File: src/common/sample_path_defines.svh
`ifndef SAMPLE_PATH_DEFINES_SVH
`define SAMPLE_PATH_DEFINES_SVH

// one IQ sample, 16 bit I and 16 bit Q
`define SAMPLE_W 32
`define OP_W 2
// log2 of FIFO depth
`define FIFO_SIZE 9
`define PKT_LEN_W 12

`endif

File: src/common/stream_pkg.sv
`include "sample_path_defines.svh"

package stream_pkg;

   // one I or Q component
   typedef logic signed [`SAMPLE_W/2-1:0] iq_t;

   // packed complex sample, I in the upper half and Q in the lower half
   typedef logic [`SAMPLE_W-1:0] sample_t;

   typedef enum logic [`OP_W-1:0] {
      OP_PASS = 2'd0,
      OP_CONJ = 2'd1,
      OP_SWAP = 2'd2,
      OP_NEG  = 2'd3
   } iq_op_e;

   function automatic iq_t sample_i(input sample_t s);
      return iq_t'(s[`SAMPLE_W-1:`SAMPLE_W/2]);
   endfunction

   function automatic iq_t sample_q(input sample_t s);
      return iq_t'(s[`SAMPLE_W/2-1:0]);
   endfunction

   function automatic sample_t make_sample(input iq_t i_part, input iq_t q_part);
      return {i_part, q_part};
   endfunction

endpackage

File: src/verilog/iq_op_stage.sv
`timescale 1ns/1ns
`include "sample_path_defines.svh"

module iq_op_stage (
   input  logic                         clk,
   input  logic                         reset,
   input  logic                         i_clear,
   input  logic [`SAMPLE_W+`OP_W-1:0]   i_tdata,
   input  logic                         i_tvalid,
   output logic                         o_tready,
   output stream_pkg::sample_t          o_tdata,
   output logic                         o_tvalid,
   input  logic                         i_tready
);

   stream_pkg::iq_op_e   op;
   stream_pkg::sample_t  in_sample;
   stream_pkg::iq_t      in_i;
   stream_pkg::iq_t      in_q;
   stream_pkg::sample_t  result;

   // negation of the most negative value clips to the most positive
   function automatic stream_pkg::iq_t sat_neg(input stream_pkg::iq_t x);
      if (x == 16'sh8000)
         return 16'sh7fff;
      else
         return -x;
   endfunction

   assign op        = stream_pkg::iq_op_e'(i_tdata[`SAMPLE_W+`OP_W-1:`SAMPLE_W]);
   assign in_sample = i_tdata[`SAMPLE_W-1:0];
   assign in_i      = stream_pkg::sample_i(in_sample);
   assign in_q      = stream_pkg::sample_q(in_sample);

   always_comb
   begin
      case (op)
         stream_pkg::OP_CONJ: result = stream_pkg::make_sample(in_i, sat_neg(in_q));
         stream_pkg::OP_SWAP: result = stream_pkg::make_sample(in_q, in_i);
         stream_pkg::OP_NEG:  result = stream_pkg::make_sample(sat_neg(in_i), sat_neg(in_q));
         default:             result = in_sample;
      endcase
   end

   // no skid, stall goes straight back upstream
   assign o_tready = i_tready || !o_tvalid;

   always_ff @(posedge clk)
   begin
      if (reset || i_clear)
         o_tvalid <= 1'b0;
      else if (o_tready)
         o_tvalid <= i_tvalid;
   end

   always_ff @(posedge clk)
   begin
      if (o_tready && i_tvalid)
         o_tdata <= result;
   end

   a_stall_stable: assert property (@(posedge clk) disable iff (reset || i_clear)
      o_tvalid && !i_tready |=> o_tvalid && $stable(o_tdata));

endmodule

File: config.mk
export PLATFORM = sky130hd
export DESIGN_NAME = iq_op_stage
export DESIGN_NICKNAME = d
export VERILOG_FILES = /design/src/common/stream_pkg.sv /design/src/verilog/iq_op_stage.sv
export VERILOG_INCLUDE_DIRS = /design/src /design/src/common
export SDC_FILE = /design/constraint.sdc
export NUM_CORES = 1
export LEC_CHECK = 0
export BUFFER_PORTS_ARGS = -buffer_cell sky130_fd_sc_hd__buf_2
export CORE_MARGIN = 5
export CORE_UTILIZATION = 40
export CTS_BUF_LIST = sky130_fd_sc_hd__clkbuf_4 sky130_fd_sc_hd__clkbuf_8 sky130_fd_sc_hd__clkbuf_16
export CTS_CLUSTER_DIAMETER = 100
export DETAILED_ROUTE_END_ITERATION = 10
export SYNTH_ARGS = -nofsm -noshare
export SYNTH_HDL_FRONTEND = slang
export SYNTH_SLANG_ARGS = --single-unit
File: constraint.sdc
create_clock -name clk -period 2.2 [get_ports clk]
set_input_delay 0.44 -clock clk [delete_from_list [all_inputs] [get_ports clk]]
set_output_delay 0.44 -clock clk [all_outputs]
set_load 0.01 [all_outputs]
==> results.yml, run 1 <==
run_status:
  outcome: "finished, final reports clean"
worst_setup_path:
  crit_fanout: 5
  r2r_cells: 3
  crit-reg2reg-launch: "o_tvalid"
  cp.arrival_ns: 1.92
  path_class: "in -> reg"
  critPathLaunchType: "input port"
  cp.required_ns: 2.23
  reg2reg_to: "o_tdata[30]"
  r2r_setup_slack_ns: 0.93
  endpoint_kind: "register"
global_routing:
  use_met1: 0.230
  grt_pass1_vias: 2178
  busiest_layer: "met2"
  globalRouteMet2Util: 0.289
  grt_overflow_total: 0
  grt_util_all_layers: 0.177
  antenna_found_initial: 0
  grt_pass1_wl_mm: 10.5
  met3_usage: 0.0409
  grt_start_max_net_pins: 33
timing:
  period_share: 0.858
  fin_skew_ns: 0.00774
  timing.setup.tns_ns: 0
  fmax_ghz: 0.530
  min_period_ns: 1.89
  relSlewSlack: 0.715
  final_hold_viol_count: 0
  grt_setup_unrepaired: "no"
  finalMaxSlewViolations: 0
  setup_viol_count_final: 0
  worst_pin_slew_ns: 0.427
  setup_slack_ns: 0.313
routing:
  drt_wl_total_mm: 6.55
  drcViolationCount: 0
  wl_per_cell_um: 16.1
  vias_per_cell: 5.64
  dr.pass1.iters: 4
  ant_nets: 0
  drtIter0Drc: 102
  vias: 2296
synth:
  synth_area_leader_cell: "edfxtp_1"
  synthMostInstantiatedCell: "edfxtp_1"
  yosys-top-cells-area: "edfxtp_1 (41%), nor2_1 (3.5%), mux2i_1 (3.4%), nand2_1 (3.4%), o211ai_1 (3.2%)"
  yosys_warnings: 0
  ys_top_cells_by_count: "edfxtp_1 (32), nor2_1 (22), nand2_1 (21), clkbuf_1 (15), a21oi_1 (12)"
  syn-cell-area_mm2: 0.00235
  netlist_instances: 251
  ys_async_sr_fraction: 0
  yosysUniqueCellTypes: 53
  synth_edf_count: 32
  avgSynthCellArea_um2: 9.35
  seq_area_frac_synth: 0.418
  synth_top_cell_area_share: 0.409
  synthesis.nets: 292
  ys.flop_type: "edfxtp_1"
  ys_seq_elements: 33
place:
  post-place-ws_ns: 0.0102
  dp_hpwl_mm: 5.06
  port_buffers: 72
  gp_congestion: 0.847
pwr:
  ir_worst_vdd_uv: 267
  intPower_w: 0.00112
  power.net_switching_w: 0.000449
  power.leakage_nw: 1.16
  finalPower_w: 0.00156
  powerDensity_mw_per_mm2: 528
  switching_share: 0.287
  p_seq_frac: 0.485
  p_clk_frac: 0.276
  power_frac_comb: 0.238
die:
  io-pin-count: 73
  num_rows: 28
  die_width_um: 86.6
  die_area_mm2: 0.00750
  start_util: 0.404
  fp.dieH_um: 86.6
  core_mm2: 0.00582
final_layout:
  final_util: 0.510
  n_antenna_cell: 0
  syn2layout_area_growth_pct: 26.3
  layout-drive-gt1-share: 0.319
  nets: 372
clock_network:
  cts-root-buf: "clkbuf_8"
  postCtsSetupBuffers: 0
  cts_buffers: 5
  clock_path_buffers: 2
  cts_tree: "done"
  cts.sinks: 33
  ctsHoldBuffers: 0
  path_clk_slew_ns: 0.06
  clock_latency_ns: 0.29
  ctsResizeCount: 0
  htree_levels: 2
min_path:
  min_from: "i_clear"
  hold_class: "in -> reg"
  min_path_cells: 2
  hold_end: "o_tvalid"
run:
  maxCapViolCount: 0
==> flip-flops by register name (all words and copies together), names as in the netlist <==
name / cells
o_tdata: 32
o_tvalid: 1
==> worst max-delay path, cell delays in order <==
cell	delay, ns
buf_2	0.13
inv_1	0.09
ha_1	0.17
nor3b_2	0.30
nand2_1	0.12
or3_1	0.39
o31a_1	0.29
==> placed cells by master (no fill, tap or decap), types with 4 or more instances in the layout <==
master	synthesis	final
buf_2	1	72
edfxtp_1	32	32
nor2_1	22	22
nand2_1	21	21
buf_4	0	17
a21oi_1	12	12
inv_1	11	11
o22ai_1	11	11
o21ai_0	10	10
o211ai_1	10	10
nand3_1	9	9
mux2i_1	8	8
xor2_1	7	7
nand2b_1	6	6
or3_1	5	5
a211oi_1	5	5
a2bb2oi_1	5	5
clkbuf_8	0	5
nor3_1	4	4
o31ai_1	4	4
nor2b_1	4	4
==> power by group through the flow <==
stage	combinational, W	clock, W	sequential (W)
floorplan	0.000175	0	0.000802
detailed placement	0.000374	0	0.000774
global placement	0.000372	0	0.000774
global route	0.000412	0.000477	0.000764
finish	0.000373	0.000432	0.000760
CTS	0.000376	0.000453	0.000760
==> layout make-up <==
class / count / area (µm²)
flip-flops and latches: 33 / 981
clock inverters: 3 / 12.5
well taps: 75 / 93.8
inverters: 11 / 41.3
fillers: 596 / 2850
clock buffers: 5 / 68.8
multi-input cells: 190 / 1260
repair buffers: 90 / 508
==> worst max path at each step <==
| stage | from | end | slack [ns] | depth (start not counted) |
|---|---|---|---|---|
| after global routing | i_tdata[16] | o_tdata[30] | 0.14 | 8 |
| after global placement | i_tdata[16] | o_tdata[30] | 0.11 | 7 |
| after detailed placement | i_tdata[16] | o_tdata[30] | 0.01 | 7 |
| final | i_tdata[16] | o_tdata[30] | 0.31 | 7 |
| after floorplan | i_tdata[5] | o_tdata[14] | 0.26 | 5 |
| after CTS | i_tdata[16] | o_tdata[30] | 0.31 | 7 |
==> metal layers <==
metal  part of all wire  wire, µm
met1               0.43      2820
met2               0.47      3090
met3              0.079       515
met4              0.018       120
met5                  0         0
==> logic make-up (layout without fill, tap and decap cells) <==
family / count (synthesis) / in the layout / synth area share
flip-flops: 33 / 33 / 0.418
AO/OA/AOI/OAI: 75 / 75 / 0.217
XOR/XNOR: 10 / 10 / 0.0373
adder cells (fa/ha/maj): 2 / 2 / 0.0107
buffers and inverters: 28 / 109 / 0.0453
AND/OR/NAND/NOR: 95 / 95 / 0.238
multiplexers: 8 / 8 / 0.0341
==> metrics by stage <==
stage / cell area [µm²] / std cells / hold WS [ns]
2_1_floorplan: 2350 / 251 / 0.513
3_3_place_gp: 2880 / 399 / 0.508
3_5_place_dp: 2880 / 399 / 0.537
4_1_cts: 2970 / 407 / 0.315
5_1_grt: 2970 / 407 / 0.330
6_report: 2970 / 407 / 0.314
Power figures use the tool's default switching activity.
==> run 2: changes to the inputs <==
==> constraint.sdc (replaced) <==
create_clock -name clk -period 2 [get_ports clk]
set_input_delay 0.4 -clock clk [delete_from_list [all_inputs] [get_ports clk]]
set_output_delay 0.4 -clock clk [all_outputs]
set_load 0.01 [all_outputs]
==> results.yml, run 2 (same netlist as run 1, synthesis figures left out) <==
clock_network:
  cts_tree: "done"
  postCtsSetupBuffers: 0
  ctsHoldBuffers: 0
  path_clk_slew_ns: 0.07
  htree_levels: 2
  clock_path_buffers: 2
  cts-root-buf: "clkbuf_8"
  ctsResizeCount: 0
  cts_buffers: 5
  clock_latency_ns: 0.28
  cts.sinks: 33
global_routing:
  grt_util_all_layers: 0.181
  grt_overflow_total: 0
  grt_start_max_net_pins: 33
  grt_pass1_vias: 2290
  antenna_found_initial: 0
  grt_pass1_wl_mm: 10.7
timing:
  finalMaxSlewViolations: 0
  setup_slack_ns: 0.229
  setup_viol_count_final: 0
  fmax_ghz: 0.565
  final_hold_viol_count: 0
  relSlewSlack: 0.740
  period_share: 0.886
  worst_pin_slew_ns: 0.388
  grt_setup_unrepaired: "no"
  fin_skew_ns: 0.00555
  min_period_ns: 1.77
final_layout:
  layout_commonest_cell: "buf_2"
  syn2layout_area_growth_pct: 31.9
  final_cell_count_no_fill: 422
  layout-drive-gt1-share: 0.354
  regMostFlops: "o_tdata"
  layout_common_cells: "buf_2 (72), edfxtp_1 (32), buf_4 (31), nor2_1 (22), nand2_1 (21)"
  nets: 387
  top_regs: "o_tdata x32, o_tvalid x1"
  n_antenna_cell: 0
  largest_register_ff_count: 32
place:
  post-place-ws_ns: -0.0817
  gp_congestion: 0.838
  dp_hpwl_mm: 5.24
  dp_cells: 414
  port_buffers: 72
worst_setup_path:
  cp.required_ns: 2.04
  cp.arrival_ns: 1.81
  r2r_setup_slack_ns: 0.87
  endpoint_kind: "register"
  r2r_cells: 3
  reg2reg_to: "o_tdata[6]"
  critPathLaunchType: "input port"
  path_class: "in -> reg"
  crit-reg2reg-launch: "o_tvalid"
  crit_fanout: 4
min_path:
  min_from: "i_clear"
  min_path_cells: 2
  hold_end: "o_tvalid"
  hold_class: "in -> reg"
routing:
  wl_per_cell_um: 15.9
  vias: 2354
  drtIter0Drc: 146
  vias_per_cell: 5.58
  ant_nets: 0
  drcViolationCount: 0
  dr.pass1.iters: 4
  drt_wl_total_mm: 6.70
die:
  core_mm2: 0.00582
  start_util: 0.404
  num_rows: 28
  fp.dieH_um: 86.6
  die_area_mm2: 0.00750
  die_width_um: 86.6
  io-pin-count: 73
run:
  maxCapViolCount: 0
pwr:
  ir_worst_vdd_uv: 253
  power.leakage_nw: 1.24
  powerDensity_mw_per_mm2: 572
run_status:
  outcome: "finished, final reports clean"
## run 2: worst max path at each step
stage	startpoint	endpoint	slack (ns)	cells past startpoint
after global routing	i_tdata[17]	o_tdata[30]	0.09	8
after floorplan	i_tdata[5]	o_tdata[14]	0.1	5
final	i_tdata[16]	o_tdata[30]	0.23	7
after detailed placement	i_tdata[17]	o_tdata[30]	-0.08	7
after global placement	i_tdata[16]	o_tdata[30]	-0.02	7
after CTS	i_tdata[16]	o_tdata[30]	0.24	7
## run 2: power by group
group | internal [W] | switching (W) | total [W]
clock | 0.000255 | 0.000244 | 0.000499
combinational | 0.000188 | 0.000249 | 0.000436
sequential | 0.000824 | 0.0000104 | 0.000835
total | 0.00127 | 0.000503 | 0.00177
## run 2: metal layers
layer / global-route usage / wire length, µm / up-vias
li1: - / - / 1153
met1: 0.233 / 2840 / 1082
met2: 0.305 / 3170 / 109
met3: 0.0390 / 600 / 10
met4: 0.0524 / 91 / 0
met5: 0 / 0 / -
## run 2: cell type report
cell class / instances / area (µm²)
Timing Repair Buffer: 105 / 633
Multi-Input combinational cell: 190 / 1260
Sequential cell: 33 / 981
Inverter: 11 / 41.3
Tap cell: 75 / 93.8
Fill cell: 581 / 2720
Clock buffer: 6 / 76.3
Clock inverter: 2 / 10.0
## run 2: critical path: stages
cell and delay [ns]:
buf_2 0.10, inv_1 0.07, ha_1 0.17, nor3b_2 0.28, nand2_1 0.13, or3_1 0.38
o31a_1 0.28
## run 2: stage by stage
step	total power [W]	hold WS, ns	util	TNS (ns)	cell area (µm²)
floorplan	0.00107	0.473	-	0	2350
detailed placement	0.00129	0.517	0.517	-0.185	3010
finish	0.00177	0.263	0.532	0	3100
CTS	0.00179	0.251	0.532	0	3100
global route	0.00187	0.253	0.532	0	3100
global placement	0.00128	0.510	0.517	-0.0438	3010
