===== config.mk =====
export PLATFORM = sky130hd
export DESIGN_NAME = packet_framer
export DESIGN_NICKNAME = d
export VERILOG_FILES = /design/src/common/stream_pkg.sv /design/src/verilog/packet_framer.sv
export VERILOG_INCLUDE_DIRS = /design/src /design/src/common
export SDC_FILE = /design/constraint.sdc
export NUM_CORES = 1
export LEC_CHECK = 0
export ABC_AREA = 1
export ABC_CLOCK_PERIOD_IN_PS = 2800
export BUFFER_PORTS_ARGS = -buffer_cell sky130_fd_sc_hd__buf_2
export CAP_MARGIN = 25
export CORE_MARGIN = 2
export CORE_UTILIZATION = 40
export DETAILED_ROUTE_END_ITERATION = 8
export PLACE_DENSITY_LB_ADDON = 0.15
export SYNTH_ARGS = -nofsm -noshare
export SYNTH_HDL_FRONTEND = slang
export SYNTH_SLANG_ARGS = --single-unit
export TNS_END_PERCENT = 100

===== constraint.sdc =====
create_clock -name clk -period 2.8 [get_ports clk]
set_clock_uncertainty 0.1 [all_clocks]
set_input_delay 0.7 -clock clk [delete_from_list [all_inputs] [get_ports clk]]
set_output_delay 0.7 -clock clk [all_outputs]
set_load 0.005 [all_outputs]

===== src/common/sample_path_defines.svh =====
`ifndef SAMPLE_PATH_DEFINES_SVH
`define SAMPLE_PATH_DEFINES_SVH

// one IQ sample, 16 bit I and 16 bit Q
`define SAMPLE_W 32
`define OP_W 2
// log2 of FIFO depth
`define FIFO_SIZE 9
`define PKT_LEN_W 12

`endif


===== src/common/stream_pkg.sv =====
`include "sample_path_defines.svh"

package stream_pkg;

   // one I or Q component
   typedef logic signed [`SAMPLE_W/2-1:0] iq_t;

   // packed complex sample, I in the upper half and Q in the lower half
   typedef logic [`SAMPLE_W-1:0] sample_t;

   typedef enum logic [`OP_W-1:0] {
      OP_PASS = 2'd0,
      OP_CONJ = 2'd1,
      OP_SWAP = 2'd2,
      OP_NEG  = 2'd3
   } iq_op_e;

   function automatic iq_t sample_i(input sample_t s);
      return iq_t'(s[`SAMPLE_W-1:`SAMPLE_W/2]);
   endfunction

   function automatic iq_t sample_q(input sample_t s);
      return iq_t'(s[`SAMPLE_W/2-1:0]);
   endfunction

   function automatic sample_t make_sample(input iq_t i_part, input iq_t q_part);
      return {i_part, q_part};
   endfunction

endpackage


===== src/verilog/packet_framer.sv =====
`timescale 1ns/1ns
`include "sample_path_defines.svh"

module packet_framer (
   input  logic                  clk,
   input  logic                  reset,
   input  logic                  i_clear,
   input  stream_pkg::sample_t   i_tdata,
   input  logic                  i_tvalid,
   input  logic [`PKT_LEN_W-1:0] i_pkt_len,
   output logic                  o_tready,
   output stream_pkg::sample_t   o_tdata,
   output logic                  o_tvalid,
   output logic                  o_tlast,
   input  logic                  i_tready
);

   logic [`PKT_LEN_W-1:0] count;
   logic [`PKT_LEN_W-1:0] last_idx;
   logic                  accept;

   // zero length behaves as one
   assign last_idx = (i_pkt_len == '0) ? '0 : i_pkt_len - 1'b1;

   assign o_tdata  = i_tdata;
   assign o_tvalid = i_tvalid;
   assign o_tready = i_tready;
   assign o_tlast  = i_tvalid && (count == last_idx);
   assign accept   = i_tvalid && i_tready;

   always_ff @(posedge clk)
   begin
      if (reset || i_clear)
         count <= '0;
      else if (accept)
      begin
         if (count == last_idx)
            count <= '0;
         else
            count <= count + 1'b1;
      end
   end

   // a stalled last must still be there, with valid, on the next cycle
   a_last_with_valid: assert property (@(posedge clk) disable iff (reset || i_clear)
      o_tlast && !i_tready |=> o_tvalid && o_tlast);

endmodule


==> results of run 1 <==
==> cells by family (layout without fill, tap and decap cells) <==
| group | Yosys count | in the layout | synth area share, % |
|---|---|---|---|
| buf+inv | 65 | 88 | 28.1 |
| simple gates | 136 | 137 | 44.1 |
| fa+ha+maj | 2 | 2 | 1.78 |
| compound gates | 10 | 10 | 3.92 |
| flops | 12 | 12 | 17.1 |
| xor+xnor | 8 | 8 | 4.99 |
==> routing by layer <==
| metal | GRT usage, % | part of all wire, % | vias to the layer above |
|---|---|---|---|
| met3 | 2.14 | 5.0 | 4 |
| met2 | 24.2 | 47 | 33 |
| met1 | 20.5 | 47 | 578 |
| li1 | - | - | 734 |
| met5 | 0 | 0 | - |
| met4 | 7.34 | 0.95 | 0 |
==> power breakdown <==
part,switching [W],internal (W)
logic,0.0000624,0.0000621
registers,0.00000104,0.000171
clock network,0.0000532,0.0000496
total,0.000117,0.000283
==> worst max-delay path, cell delays in order <==
cell                      delay [ps]
sky130_fd_sc_hd__buf_6           100
sky130_fd_sc_hd__inv_2            60
sky130_fd_sc_hd__ha_4            140
sky130_fd_sc_hd__nand2_4          50
sky130_fd_sc_hd__nor2_4          200
sky130_fd_sc_hd__buf_6           150
sky130_fd_sc_hd__nand2_2          50
sky130_fd_sc_hd__nand2_2          60
sky130_fd_sc_hd__nand3_1          60
sky130_fd_sc_hd__nand2_1          60
sky130_fd_sc_hd__nand2_1          60
sky130_fd_sc_hd__a21oi_2         160
sky130_fd_sc_hd__nand3_2         110
sky130_fd_sc_hd__nor2_1           90
sky130_fd_sc_hd__buf_2           110
==> layout make-up <==
cell class                 instances  area share, %
sequential                        12           13.7
inverter                          28           6.12
multi-input combinational        157           52.2
clock buffer                       3           1.28
timing repair buffer              57           23.5
tap                               46           3.27
==> per-stage QoR <==
stage	setup TNS, ps	utilization [%]	setup WS [ps]
4_1_cts	-116	49.9	-116
5_1_grt	-2290	52.3	-272
2_1_floorplan	0	-	38.9
3_3_place_gp	-264	43.3	-264
3_5_place_dp	-289	43.3	-289
6_report	-479	52.3	-143
==> worst min path at each step <==
stage	start	endpoint	cells after the start
final	count[1]	count[1]	2
after global routing	count[1]	count[1]	2
after CTS	count[1]	count[1]	2
after detailed placement	count[1]	count[1]	2
after global placement	count[1]	count[1]	2
after floorplan	count[1]	count[1]	2
==> cells in the final DEF (no fill, tap or decap), types with 7 or more instances in the layout <==
| master | n |
|---|---|
| sky130_fd_sc_hd__nor2_1 | 17 |
| sky130_fd_sc_hd__nor2_2 | 16 |
| sky130_fd_sc_hd__inv_1 | 26 |
| sky130_fd_sc_hd__buf_4 | 35 |
| sky130_fd_sc_hd__nand2_1 | 59 |
| sky130_fd_sc_hd__dfxtp_1 | 12 |
| sky130_fd_sc_hd__xor2_1 | 7 |
| sky130_fd_sc_hd__nand3_1 | 16 |
| sky130_fd_sc_hd__nand4_1 | 7 |
| sky130_fd_sc_hd__buf_2 | 17 |
==> what timing repair did <==
item | in CTS | in global routing
setup endpoints to repair | 1 | 12
hold endpoints to repair | 0 | 0
pin swaps | 15 | 13
gates resized for setup | 30 | 6
gates cloned | 0 | 1
buffers inserted | 10 | 5
==> flow_results.xml, run 1 <==
<?xml version="1.0" encoding="UTF-8"?>
<metrics>
  <group name="timing">
    <metric name="post-route-period-util" unit="%">105</metric>
    <metric name="final_period_minus_worst_setup_slack" unit="ps">2940</metric>
    <metric name="holdWs" unit="ps">426</metric>
    <metric name="slew_headroom" unit="%">82.0</metric>
    <metric name="fmax" unit="MHz">340</metric>
    <metric name="final.setup.worst_slack" unit="ps">-143</metric>
    <metric name="worst-slew-pin-transition" unit="ps">270</metric>
    <metric name="hold_violation_count_in_the_final_report" unit="">0</metric>
    <metric name="grt_setup_unrepaired" unit="">yes</metric>
    <metric name="report.final.setup_viol" unit="">12</metric>
    <metric name="timing.final.max_slew_violations" unit="">0</metric>
  </group>
  <group name="global_routing">
    <metric name="grt_pass1_vias" unit="">1173</metric>
    <metric name="grt_antenna_before_repair" unit="">0</metric>
    <metric name="grt_max_degree" unit="">22</metric>
    <metric name="global_route.usage.total" unit="%">15.3</metric>
    <metric name="globalRoute.totalOverflow" unit="">0</metric>
    <metric name="global_route_wire_length_before_repair" unit="mm">4.96</metric>
  </group>
  <group name="place">
    <metric name="gp_congestion" unit="">0.770</metric>
    <metric name="post-place-cells" unit="">284</metric>
    <metric name="numPortBuffers" unit="">19</metric>
    <metric name="placement.cell_area" unit="sq um">1460</metric>
    <metric name="hpwl" unit="mm">2.21</metric>
  </group>
  <group name="detailed_routing">
    <metric name="drt_pass1_iterations" unit="">4</metric>
    <metric name="wl" unit="mm">3.14</metric>
    <metric name="via_count" unit="">1349</metric>
    <metric name="ant_nets_after_route" unit="">0</metric>
    <metric name="detail_route.vias_per_cell" unit="">4.45</metric>
    <metric name="routedWlPerCell" unit="um">10.4</metric>
    <metric name="drc_errors" unit="">0</metric>
    <metric name="detailedRoute.firstIterationViolations" unit="">45</metric>
  </group>
  <group name="clock_network">
    <metric name="clkSinkCount" unit="">12</metric>
    <metric name="clock_tree.buffer_depth" unit="">2</metric>
    <metric name="clk_latency" unit="ps">260</metric>
    <metric name="holdBufCountCts" unit="">0</metric>
    <metric name="cts_root_buf" unit="">sky130_fd_sc_hd__clkbuf_4</metric>
    <metric name="clock_tree_from_tritoncts" unit="">built</metric>
    <metric name="htreeDepth" unit="">1</metric>
    <metric name="clk_transition_reported_paths" unit="ps">70</metric>
    <metric name="cts_buffers" unit="">3</metric>
  </group>
  <group name="floorplan">
    <metric name="floorplan.die.height" unit="um">63.2</metric>
    <metric name="starting_utilization_of_the_core_area" unit="%">41.7</metric>
    <metric name="fp-row-count" unit="">21</metric>
    <metric name="i_o_pin_total" unit="">84</metric>
    <metric name="core_region_area" unit="sq um">3360</metric>
    <metric name="die_area" unit="sq um">4000</metric>
    <metric name="die_width" unit="um">63.2</metric>
  </group>
  <group name="final_layout">
    <metric name="final-seq-area" unit="sq um">240</metric>
    <metric name="multiInputGateArea" unit="sq um">917</metric>
    <metric name="reg_top3" unit="">count x12</metric>
    <metric name="final_area" unit="sq um">1760</metric>
    <metric name="fillCellCount" unit="">369</metric>
    <metric name="largest_register_ffs" unit="">12</metric>
    <metric name="layout-drive-gt1-share" unit="%">38.9</metric>
    <metric name="insertedDiodeCount" unit="">0</metric>
    <metric name="finish.cell_count_without_fillers" unit="">303</metric>
    <metric name="area.growth.synth_to_final" unit="%">25.2</metric>
    <metric name="final_net_count" unit="">310</metric>
    <metric name="registers.top_by_ff_count" unit="">count</metric>
  </group>
  <group name="critical_path">
    <metric name="worst-setup-path-type" unit="">in -&gt; out</metric>
    <metric name="critPathMaxFanout" unit="">3</metric>
    <metric name="crit_path_start_kind" unit="">input port</metric>
    <metric name="endpoint" unit="">o_tlast</metric>
    <metric name="worst_r2r_path_depth" unit="">15</metric>
    <metric name="endpoint_kind" unit="">output pin</metric>
    <metric name="timing.rr.end" unit="">count[11]</metric>
    <metric name="timing.rr.start" unit="">count[0]</metric>
    <metric name="crit_required" unit="ps">2000</metric>
    <metric name="regToRegSetupSlack" unit="ps">680</metric>
    <metric name="crit_path_from" unit="">i_pkt_len[1]</metric>
    <metric name="critical_path_arrival" unit="ps">2140</metric>
  </group>
  <group name="yosys">
    <metric name="synth_seq_cells" unit="">12</metric>
    <metric name="synth_top_cells_by_area" unit="">sky130_fd_sc_hd__buf_4 18%, sky130_fd_sc_hd__nand2_1 17%, sky130_fd_sc_hd__dfxtp_1 17%</metric>
    <metric name="synthesis.area" unit="sq um">1400</metric>
    <metric name="number_of_enable_flip_flop_cells_after_synthesis" unit="">0</metric>
    <metric name="synthArstFlopShare" unit="%">0</metric>
    <metric name="synth_seq_area_share" unit="%">17.1</metric>
    <metric name="post_synth.cell_area_avg" unit="sq um">6.03</metric>
    <metric name="leading_area_contributor_after_synthesis" unit="">sky130_fd_sc_hd__buf_4</metric>
    <metric name="most_used_standard_cell_by_instance_count_after_synthesis" unit="">sky130_fd_sc_hd__nand2_1</metric>
    <metric name="dominantRegCellSynth" unit="">sky130_fd_sc_hd__dfxtp_1</metric>
    <metric name="yosys_warnings" unit="">0</metric>
    <metric name="synth_fp_nets" unit="">284</metric>
    <metric name="synthesis.instances" unit="">233</metric>
    <metric name="synth.top_cell.area_share" unit="%">18.2</metric>
    <metric name="synth.top_cells.by_count" unit="">65 x sky130_fd_sc_hd__nand2_1, 34 x sky130_fd_sc_hd__buf_4, 28 x sky130_fd_sc_hd__inv_1</metric>
    <metric name="synth_cell_types" unit="">21</metric>
  </group>
  <group name="power">
    <metric name="cellLeakagePower" unit="nW">0.828</metric>
    <metric name="power_per_cell_area" unit="nW/um^2">227</metric>
    <metric name="report.power.total" unit="W">0.000399</metric>
    <metric name="worst_ir_drop_vdd" unit="uV">183</metric>
  </group>
  <group name="min_path">
    <metric name="min_path_type" unit="">reg -&gt; reg</metric>
  </group>
  <group name="outcome">
    <metric name="run_status" unit="">finished with violations</metric>
    <metric name="failed_checks" unit="">setup timing</metric>
  </group>
  <group name="run">
    <metric name="total_of_max_cap_violations" unit="">0</metric>
  </group>
</metrics>
Power figures use the tool's default switching activity.
==> run 2: changes to the inputs <==
--- a/config.mk
+++ b/config.mk
@@ -10,7 +10,6 @@
 export ABC_CLOCK_PERIOD_IN_PS = 2800
 export BUFFER_PORTS_ARGS = -buffer_cell sky130_fd_sc_hd__buf_2
 export CAP_MARGIN = 25
-export CORE_MARGIN = 2
 export CORE_UTILIZATION = 40
 export DETAILED_ROUTE_END_ITERATION = 8
 export PLACE_DENSITY_LB_ADDON = 0.15
==> run 2 against run 1 <==
- the flow still finishes with violations (setup timing)
- clock power hardly changed
- sequential power hardly changed
- largest power group unchanged
- die area is 6.2% lower
- via count is 0.15% higher
- global-route usage is 1.5 points higher
- setup slack worse by 26 ps
- utilization is 0.90 points lower
==> flow_results.xml, run 2 (synthesized netlist as in run 1, its figures left out) <==
<?xml version="1.0" encoding="UTF-8"?>
<metrics>
  <group name="floorplan">
    <metric name="fp-row-count" unit="">21</metric>
    <metric name="core_region_area" unit="sq um">3340</metric>
    <metric name="floorplan.die.height" unit="um">61.2</metric>
    <metric name="i_o_pin_total" unit="">84</metric>
    <metric name="starting_utilization_of_the_core_area" unit="%">42.1</metric>
    <metric name="die_area" unit="sq um">3750</metric>
    <metric name="die_width" unit="um">61.2</metric>
  </group>
  <group name="final_layout">
    <metric name="registers.top_by_ff_count" unit="">count</metric>
    <metric name="layout-drive-gt1-share" unit="%">36.6</metric>
    <metric name="post-route-util" unit="%">51.4</metric>
    <metric name="insertedDiodeCount" unit="">0</metric>
    <metric name="final_net_count" unit="">307</metric>
    <metric name="largest_register_ffs" unit="">12</metric>
    <metric name="layout.cells.most_common" unit="">sky130_fd_sc_hd__nand2_1</metric>
    <metric name="finish.cell_count_without_fillers" unit="">300</metric>
    <metric name="layout_common_cells" unit="">60 x sky130_fd_sc_hd__nand2_1, 32 x sky130_fd_sc_hd__buf_4, 26 x sky130_fd_sc_hd__inv_1, 19 x sky130_fd_sc_hd__nor2_1</metric>
    <metric name="fillCellCount" unit="">361</metric>
    <metric name="area.growth.synth_to_final" unit="%">22.1</metric>
    <metric name="reg_top3" unit="">count x12</metric>
  </group>
  <group name="power">
    <metric name="power_per_cell_area" unit="nW/um^2">228</metric>
    <metric name="worst_ir_drop_vdd" unit="uV">171</metric>
    <metric name="cellLeakagePower" unit="nW">0.825</metric>
  </group>
  <group name="global_routing">
    <metric name="grt_antenna_before_repair" unit="">0</metric>
    <metric name="globalRoute.totalOverflow" unit="">0</metric>
    <metric name="global_route_wire_length_before_repair" unit="mm">4.68</metric>
    <metric name="grt_pass1_vias" unit="">1135</metric>
    <metric name="global_route.usage.total" unit="%">16.8</metric>
    <metric name="grt_max_degree" unit="">22</metric>
  </group>
  <group name="critical_path">
    <metric name="critical_path_arrival" unit="ps">2170</metric>
    <metric name="crit_chain" unit="">buf_2 &gt; nor2_4 &gt; nand2_4 &gt; nor2_4 &gt; buf_6 &gt; nand2_2 &gt; nand2_1 &gt; nand3_1 &gt; nand2_1 &gt; nand2_1 &gt; a21oi_2 &gt; nand3_2 &gt; nor2_1 &gt; buf_2</metric>
    <metric name="worst-setup-path-type" unit="">in -&gt; out</metric>
    <metric name="crit_path_start_kind" unit="">input port</metric>
    <metric name="crit_required" unit="ps">2000</metric>
    <metric name="crit_slowest_cell" unit="">sky130_fd_sc_hd__nor2_4</metric>
    <metric name="slowest_delay" unit="ps">190</metric>
    <metric name="crit_top_cell" unit="">sky130_fd_sc_hd__nand2_1</metric>
    <metric name="critPathMaxFanout" unit="">3</metric>
    <metric name="endpoint_kind" unit="">output pin</metric>
  </group>
  <group name="clock_network">
    <metric name="clk_latency" unit="ps">260</metric>
    <metric name="holdBufCountCts" unit="">0</metric>
    <metric name="clkSinkCount" unit="">12</metric>
    <metric name="cts_root_buf" unit="">sky130_fd_sc_hd__clkbuf_4</metric>
    <metric name="clk_transition_reported_paths" unit="ps">70</metric>
    <metric name="clock_tree.buffer_depth" unit="">2</metric>
    <metric name="htreeDepth" unit="">1</metric>
    <metric name="cts_buffers" unit="">3</metric>
    <metric name="clock_tree_from_tritoncts" unit="">built</metric>
  </group>
  <group name="place">
    <metric name="hpwl" unit="mm">2.19</metric>
    <metric name="placement.setup.worst_slack" unit="ps">-295</metric>
    <metric name="gp_congestion" unit="">0.748</metric>
    <metric name="numPortBuffers" unit="">19</metric>
    <metric name="post-place-cells" unit="">283</metric>
  </group>
  <group name="timing">
    <metric name="grt_setup_unrepaired" unit="">yes</metric>
    <metric name="post-route-period-util" unit="%">106</metric>
    <metric name="holdWs" unit="ps">425</metric>
    <metric name="timing.final.max_slew_violations" unit="">0</metric>
    <metric name="slew_headroom" unit="%">82.1</metric>
    <metric name="worst-slew-pin-transition" unit="ps">268</metric>
    <metric name="report.final.setup_viol" unit="">12</metric>
    <metric name="final_period_minus_worst_setup_slack" unit="ps">2970</metric>
    <metric name="final.setup.worst_slack" unit="ps">-169</metric>
    <metric name="hold_violation_count_in_the_final_report" unit="">0</metric>
    <metric name="fmax" unit="MHz">337</metric>
  </group>
  <group name="run">
    <metric name="total_of_max_cap_violations" unit="">0</metric>
  </group>
  <group name="detailed_routing">
    <metric name="drt_pass1_iterations" unit="">4</metric>
    <metric name="routedWlPerCell" unit="um">10.1</metric>
    <metric name="via_count" unit="">1351</metric>
    <metric name="wl" unit="mm">3.03</metric>
    <metric name="ant_nets_after_route" unit="">0</metric>
    <metric name="detail_route.vias_per_cell" unit="">4.50</metric>
    <metric name="detailedRoute.firstIterationViolations" unit="">52</metric>
    <metric name="drc_errors" unit="">0</metric>
  </group>
  <group name="outcome">
    <metric name="run_status" unit="">finished with violations</metric>
    <metric name="failed_checks" unit="">setup timing</metric>
  </group>
  <group name="min_path">
    <metric name="min_path_type" unit="">reg -&gt; reg</metric>
  </group>
</metrics>
run 2: changes by cell type in the layout (fill, tap and decap cells not counted), sizes merged:
cell,change
buf,-3
run 2: metrics by stage:
| stage | setup TNS [ps] | cell area, sq um | power [W] |
|---|---|---|---|
| after floorplan | 0 | 1410 | 0.000266 |
| after global placement | -279 | 1450 | 0.000272 |
| final | -407 | 1710 | 0.000391 |
| after global routing | -2190 | 1710 | 0.000423 |
| after detailed placement | -295 | 1450 | 0.000272 |
| after CTS | -113 | 1650 | 0.000392 |
run 2: area by class of cell:
cell class                      instances  area (sq um)  share of cell area, %
Clock buffer                            3          22.5                   1.31
Multi-Input combinational cell        157           890                   51.9
Timing Repair Buffer                   54           397                   23.1
Sequential cell                        12           240                   14.0
Tap cell                               46          57.6                   3.36
Inverter                               28           108                   6.28
run 2: power by group:
group	switching, W	leakage (nW)	internal, W
Sequential	0.000000918	0.0967	0.000171
Combinational	0.0000601	0.714	0.0000581
Clock	0.0000510	0.0138	0.0000496
Total	0.000112	0.825	0.000279
run 2: layer usage:
layer / GRT usage [%] / up-vias / wire [um]
met2: 27.0 / 31 / 1410
li1: - / 729 / -
met3: 1.89 / 4 / 172
met4: 7.14 / 0 / 38
met1: 22.7 / 587 / 1410
met5: 0 / - / 0
run 2: final timing paths:
kind	start	depth (start not counted)	endpoint	slack, ps
min reg2reg	count[1]	2	count[1]	430
min	count[1]	2	count[1]	430
max reg2reg	count[2]	16	count[7]	730
max	i_pkt_len[2]	14	o_tlast	-170
run 2: repair_timing:
item | in CTS | in global routing
pin swaps | 12 | 6
cloned | 0 | 1
gates resized for setup | 27 | 5
endpoints found under the setup margin | 1 | 12
setup buffers | 8 | 5
run 2: critical path: cells and delay by family:
family / cells / cell delay, ps
AOI/OAI and AO/OA: 1 / 160
buffers and inverters: 3 / 400
and+or+nand+nor: 10 / 910
==> run 3: changes to the inputs <==
--- a/config.mk
+++ b/config.mk
@@ -7,10 +7,12 @@
 export NUM_CORES = 1
 export LEC_CHECK = 0
 export ABC_AREA = 1
-export ABC_CLOCK_PERIOD_IN_PS = 2800
+export ABC_CLOCK_PERIOD_IN_PS = 2700
 export BUFFER_PORTS_ARGS = -buffer_cell sky130_fd_sc_hd__buf_2
 export CAP_MARGIN = 25
-export CORE_UTILIZATION = 40
+export CELL_PAD_IN_SITES_DETAIL_PLACEMENT = 1
+export CELL_PAD_IN_SITES_GLOBAL_PLACEMENT = 1
+export CORE_UTILIZATION = 25
 export DETAILED_ROUTE_END_ITERATION = 8
 export PLACE_DENSITY_LB_ADDON = 0.15
 export SYNTH_ARGS = -nofsm -noshare
==> constraint.sdc (replaced) <==
create_clock -name clk -period 2.7 [get_ports clk]
set_clock_uncertainty 0.1 [all_clocks]
set_input_delay 0.675 -clock clk [delete_from_list [all_inputs] [get_ports clk]]
set_output_delay 0.675 -clock clk [all_outputs]
set_load 0.005 [all_outputs]
==> run 3 against run 2 <==
- the run still ends with setup timing left
- global-route usage decreased by 4.3 points
- clock power up 54%
- total power up 20%
- setup slack got worse by 37 ps
- non-clock buffer count increased by 3
- clock-buffer cell count stayed put
- critical endpoint unchanged
- largest power group unchanged
==> flow_results.xml, run 3 (synthesized netlist as in run 1, its figures left out) <==
<?xml version="1.0" encoding="UTF-8"?>
<metrics>
  <group name="outcome">
    <metric name="run_status" unit="">finished with violations</metric>
    <metric name="failed_checks" unit="">setup timing</metric>
  </group>
  <group name="critical_path">
    <metric name="crit_chain" unit="">buf_8 &gt; inv_4 &gt; ha_4 &gt; nand2_4 &gt; nor2_4 &gt; nand2_4 &gt; buf_6 &gt; nand3b_1 &gt; nand2_1 &gt; nor2_2 &gt; nand2_2 &gt; nor2_4 &gt; nand3_2 &gt; nor2_1 &gt; buf_2</metric>
    <metric name="endpoint_kind" unit="">output pin</metric>
    <metric name="critPathMaxFanout" unit="">5</metric>
    <metric name="critPathBufInv" unit="">4</metric>
    <metric name="timing.rr.end" unit="">count[11]</metric>
    <metric name="cpLargestDelayFamily" unit="">simple AND/OR/NAND/NOR gates</metric>
    <metric name="timing.rr.start" unit="">count[0]</metric>
    <metric name="crit_path_start_kind" unit="">input port</metric>
    <metric name="critical_path_arrival" unit="ps">2130</metric>
    <metric name="worst_r2r_path_depth" unit="">16</metric>
    <metric name="slowest_delay" unit="ps">150</metric>
    <metric name="worst-setup-path-type" unit="">in -&gt; out</metric>
    <metric name="crit_required" unit="ps">1920</metric>
    <metric name="crit_slowest_cell" unit="">sky130_fd_sc_hd__nor2_4</metric>
    <metric name="regToRegSetupSlack" unit="ps">490</metric>
  </group>
  <group name="clock_network">
    <metric name="clock_tree.buffer_depth" unit="">2</metric>
    <metric name="clock_tree_from_tritoncts" unit="">built</metric>
    <metric name="cts_root_buf" unit="">sky130_fd_sc_hd__clkbuf_8</metric>
    <metric name="cts_buffers" unit="">3</metric>
    <metric name="clk_transition_reported_paths" unit="ps">50</metric>
    <metric name="clkSinkCount" unit="">12</metric>
    <metric name="clk_latency" unit="ps">240</metric>
    <metric name="htreeDepth" unit="">1</metric>
    <metric name="holdBufCountCts" unit="">0</metric>
  </group>
  <group name="detailed_routing">
    <metric name="wl_met3" unit="um">156</metric>
    <metric name="route.top_layer_used" unit="">met4</metric>
    <metric name="drt_pass1_iterations" unit="">4</metric>
    <metric name="ant_nets_after_route" unit="">0</metric>
    <metric name="detailedRoute.firstIterationViolations" unit="">38</metric>
    <metric name="routedWlPerCell" unit="um">10.8</metric>
    <metric name="drc_errors" unit="">0</metric>
    <metric name="wl_met1" unit="mm">1.72</metric>
    <metric name="wl" unit="mm">3.51</metric>
    <metric name="detail_route.vias_per_cell" unit="">4.28</metric>
    <metric name="route.met2.wl" unit="mm">1.59</metric>
    <metric name="via_count" unit="">1394</metric>
  </group>
  <group name="final_layout">
    <metric name="multiInputGateArea" unit="sq um">887</metric>
    <metric name="layout_common_cells" unit="">55 x sky130_fd_sc_hd__nand2_1, 34 x sky130_fd_sc_hd__buf_4, 26 x sky130_fd_sc_hd__inv_1, 16 x sky130_fd_sc_hd__nor2_1, 16 x sky130_fd_sc_hd__nand3_1</metric>
    <metric name="layout-drive-gt1-share" unit="%">40.2</metric>
    <metric name="post-route-util" unit="%">34.4</metric>
    <metric name="registers.top_by_ff_count" unit="">count</metric>
    <metric name="final-seq-area" unit="sq um">240</metric>
    <metric name="insertedDiodeCount" unit="">0</metric>
    <metric name="final_net_count" unit="">309</metric>
    <metric name="layout.cells.most_common" unit="">sky130_fd_sc_hd__nand2_1</metric>
    <metric name="reg_top3" unit="">count x12</metric>
    <metric name="fillCellCount" unit="">715</metric>
    <metric name="largest_register_ffs" unit="">12</metric>
    <metric name="area.growth.synth_to_final" unit="%">29.2</metric>
  </group>
  <group name="power">
    <metric name="worst_ir_drop_vdd" unit="uV">222</metric>
    <metric name="cellLeakagePower" unit="nW">0.846</metric>
    <metric name="report.power.total" unit="W">0.000468</metric>
    <metric name="power_per_cell_area" unit="nW/um^2">258</metric>
  </group>
  <group name="timing">
    <metric name="final.setup.worst_slack" unit="ps">-206</metric>
    <metric name="worst-slew-pin-transition" unit="ps">300</metric>
    <metric name="slew_headroom" unit="%">80.0</metric>
    <metric name="fmax" unit="MHz">344</metric>
    <metric name="final_period_minus_worst_setup_slack" unit="ps">2910</metric>
    <metric name="report.final.setup_viol" unit="">12</metric>
    <metric name="grt_setup_unrepaired" unit="">yes</metric>
    <metric name="timing.final.max_slew_violations" unit="">0</metric>
    <metric name="hold_violation_count_in_the_final_report" unit="">0</metric>
    <metric name="post-route-period-util" unit="%">108</metric>
  </group>
  <group name="floorplan">
    <metric name="floorplan.die.height" unit="um">76.9</metric>
    <metric name="die_width" unit="um">76.9</metric>
    <metric name="fp-row-count" unit="">26</metric>
    <metric name="i_o_pin_total" unit="">84</metric>
    <metric name="core_region_area" unit="sq um">5270</metric>
    <metric name="die_area" unit="sq um">5920</metric>
    <metric name="starting_utilization_of_the_core_area" unit="%">26.6</metric>
  </group>
  <group name="run">
    <metric name="total_of_max_cap_violations" unit="">0</metric>
  </group>
  <group name="global_routing">
    <metric name="grt_pass1_vias" unit="">1404</metric>
    <metric name="global_route_wire_length_before_repair" unit="mm">5.99</metric>
    <metric name="grt_antenna_before_repair" unit="">0</metric>
    <metric name="globalRoute.totalOverflow" unit="">0</metric>
    <metric name="grt_max_degree" unit="">12</metric>
    <metric name="global_route.usage.total" unit="%">12.5</metric>
  </group>
  <group name="place">
    <metric name="gp_congestion" unit="">0.676</metric>
    <metric name="hpwl" unit="mm">2.81</metric>
    <metric name="numPortBuffers" unit="">19</metric>
  </group>
  <group name="min_path">
    <metric name="hold_end" unit="">count[1]</metric>
    <metric name="worst_hold_path.num_cells" unit="">2</metric>
    <metric name="hp-start" unit="">count[1]</metric>
    <metric name="min_path_type" unit="">reg -&gt; reg</metric>
  </group>
</metrics>
-- run 3: cell types whose count changed in the layout (fill, tap and decap cells not counted), sizes merged --
cell	previous run	this run
buf	54	57
nand2	68	67
-- run 3: how the worst max path moves through the flow --
| stage | cells past startpoint | slack [ps] | endpoint | from |
|---|---|---|---|---|
| floorplan | 13 | 20 | o_tlast | i_pkt_len[0] |
| CTS | 15 | -210 | o_tlast | i_pkt_len[0] |
| global route | 15 | -380 | o_tlast | i_pkt_len[1] |
| finish | 15 | -210 | o_tlast | i_pkt_len[1] |
| global placement | 17 | -330 | o_tlast | i_pkt_len[1] |
| detailed placement | 15 | -340 | o_tlast | i_pkt_len[1] |
-- run 3: area by class of cell --
class                      count  share of cell area, %
inverter                      28                   6.07
timing repair buffer          57                   24.7
clock buffer                   3                   2.28
multi-input combinational    156                   48.9
sequential                    12                   13.2
tap                           70                   4.83
-- run 3: worst register-to-register path: stages, from the launching register on --
cell and delay, ps:
sky130_fd_sc_hd__dfxtp_1 360, sky130_fd_sc_hd__nand3b_2 220, sky130_fd_sc_hd__nand2_1 70, sky130_fd_sc_hd__nor2_1 50
sky130_fd_sc_hd__nand2_2 80, sky130_fd_sc_hd__nor2_4 40, sky130_fd_sc_hd__buf_4 120, sky130_fd_sc_hd__buf_4 120
sky130_fd_sc_hd__buf_4 120, sky130_fd_sc_hd__buf_4 120, sky130_fd_sc_hd__buf_4 120, sky130_fd_sc_hd__buf_4 120
sky130_fd_sc_hd__buf_4 120, sky130_fd_sc_hd__nand4_1 90, sky130_fd_sc_hd__nand2_2 70, sky130_fd_sc_hd__buf_12 150
sky130_fd_sc_hd__nor2_1 70
-- run 3: per-layer routing --
layer | global-route usage, % | vias to the layer above
met3 | 0.833 | 5
met1 | 16.6 | 627
met5 | 0 | -
met4 | 5.19 | 0
li1 | - | 729
met2 | 20.8 | 33
-- run 3: per-stage QoR --
step | setup TNS (ps) | instance area (sq um) | hold slack (ps) | instances | setup slack (ps)
after floorplan | 0 | 1420 | 377 | 233 | 20.3
after global placement | -332 | 1530 | 425 | 311 | -332
after detailed placement | -344 | 1530 | 438 | 311 | -344
after CTS | -1400 | 1750 | 444 | 324 | -212
after global routing | -4210 | 1810 | 472 | 326 | -376
final | -1940 | 1810 | 444 | 326 | -206
-- run 3: where the power goes --
group / switching [W] / total (W) / internal [W]
clock: 0.0000582 / 0.000156 / 0.0000976
combinational: 0.0000664 / 0.000133 / 0.0000661
sequential: 0.00000109 / 0.000179 / 0.000178
-- run 3: repair_timing --
action                     CTS  global route
pin swaps                   15            11
cloned                       1             0
buffers inserted             9             2
gates resized for setup     30            15
setup endpoints to repair    1            12
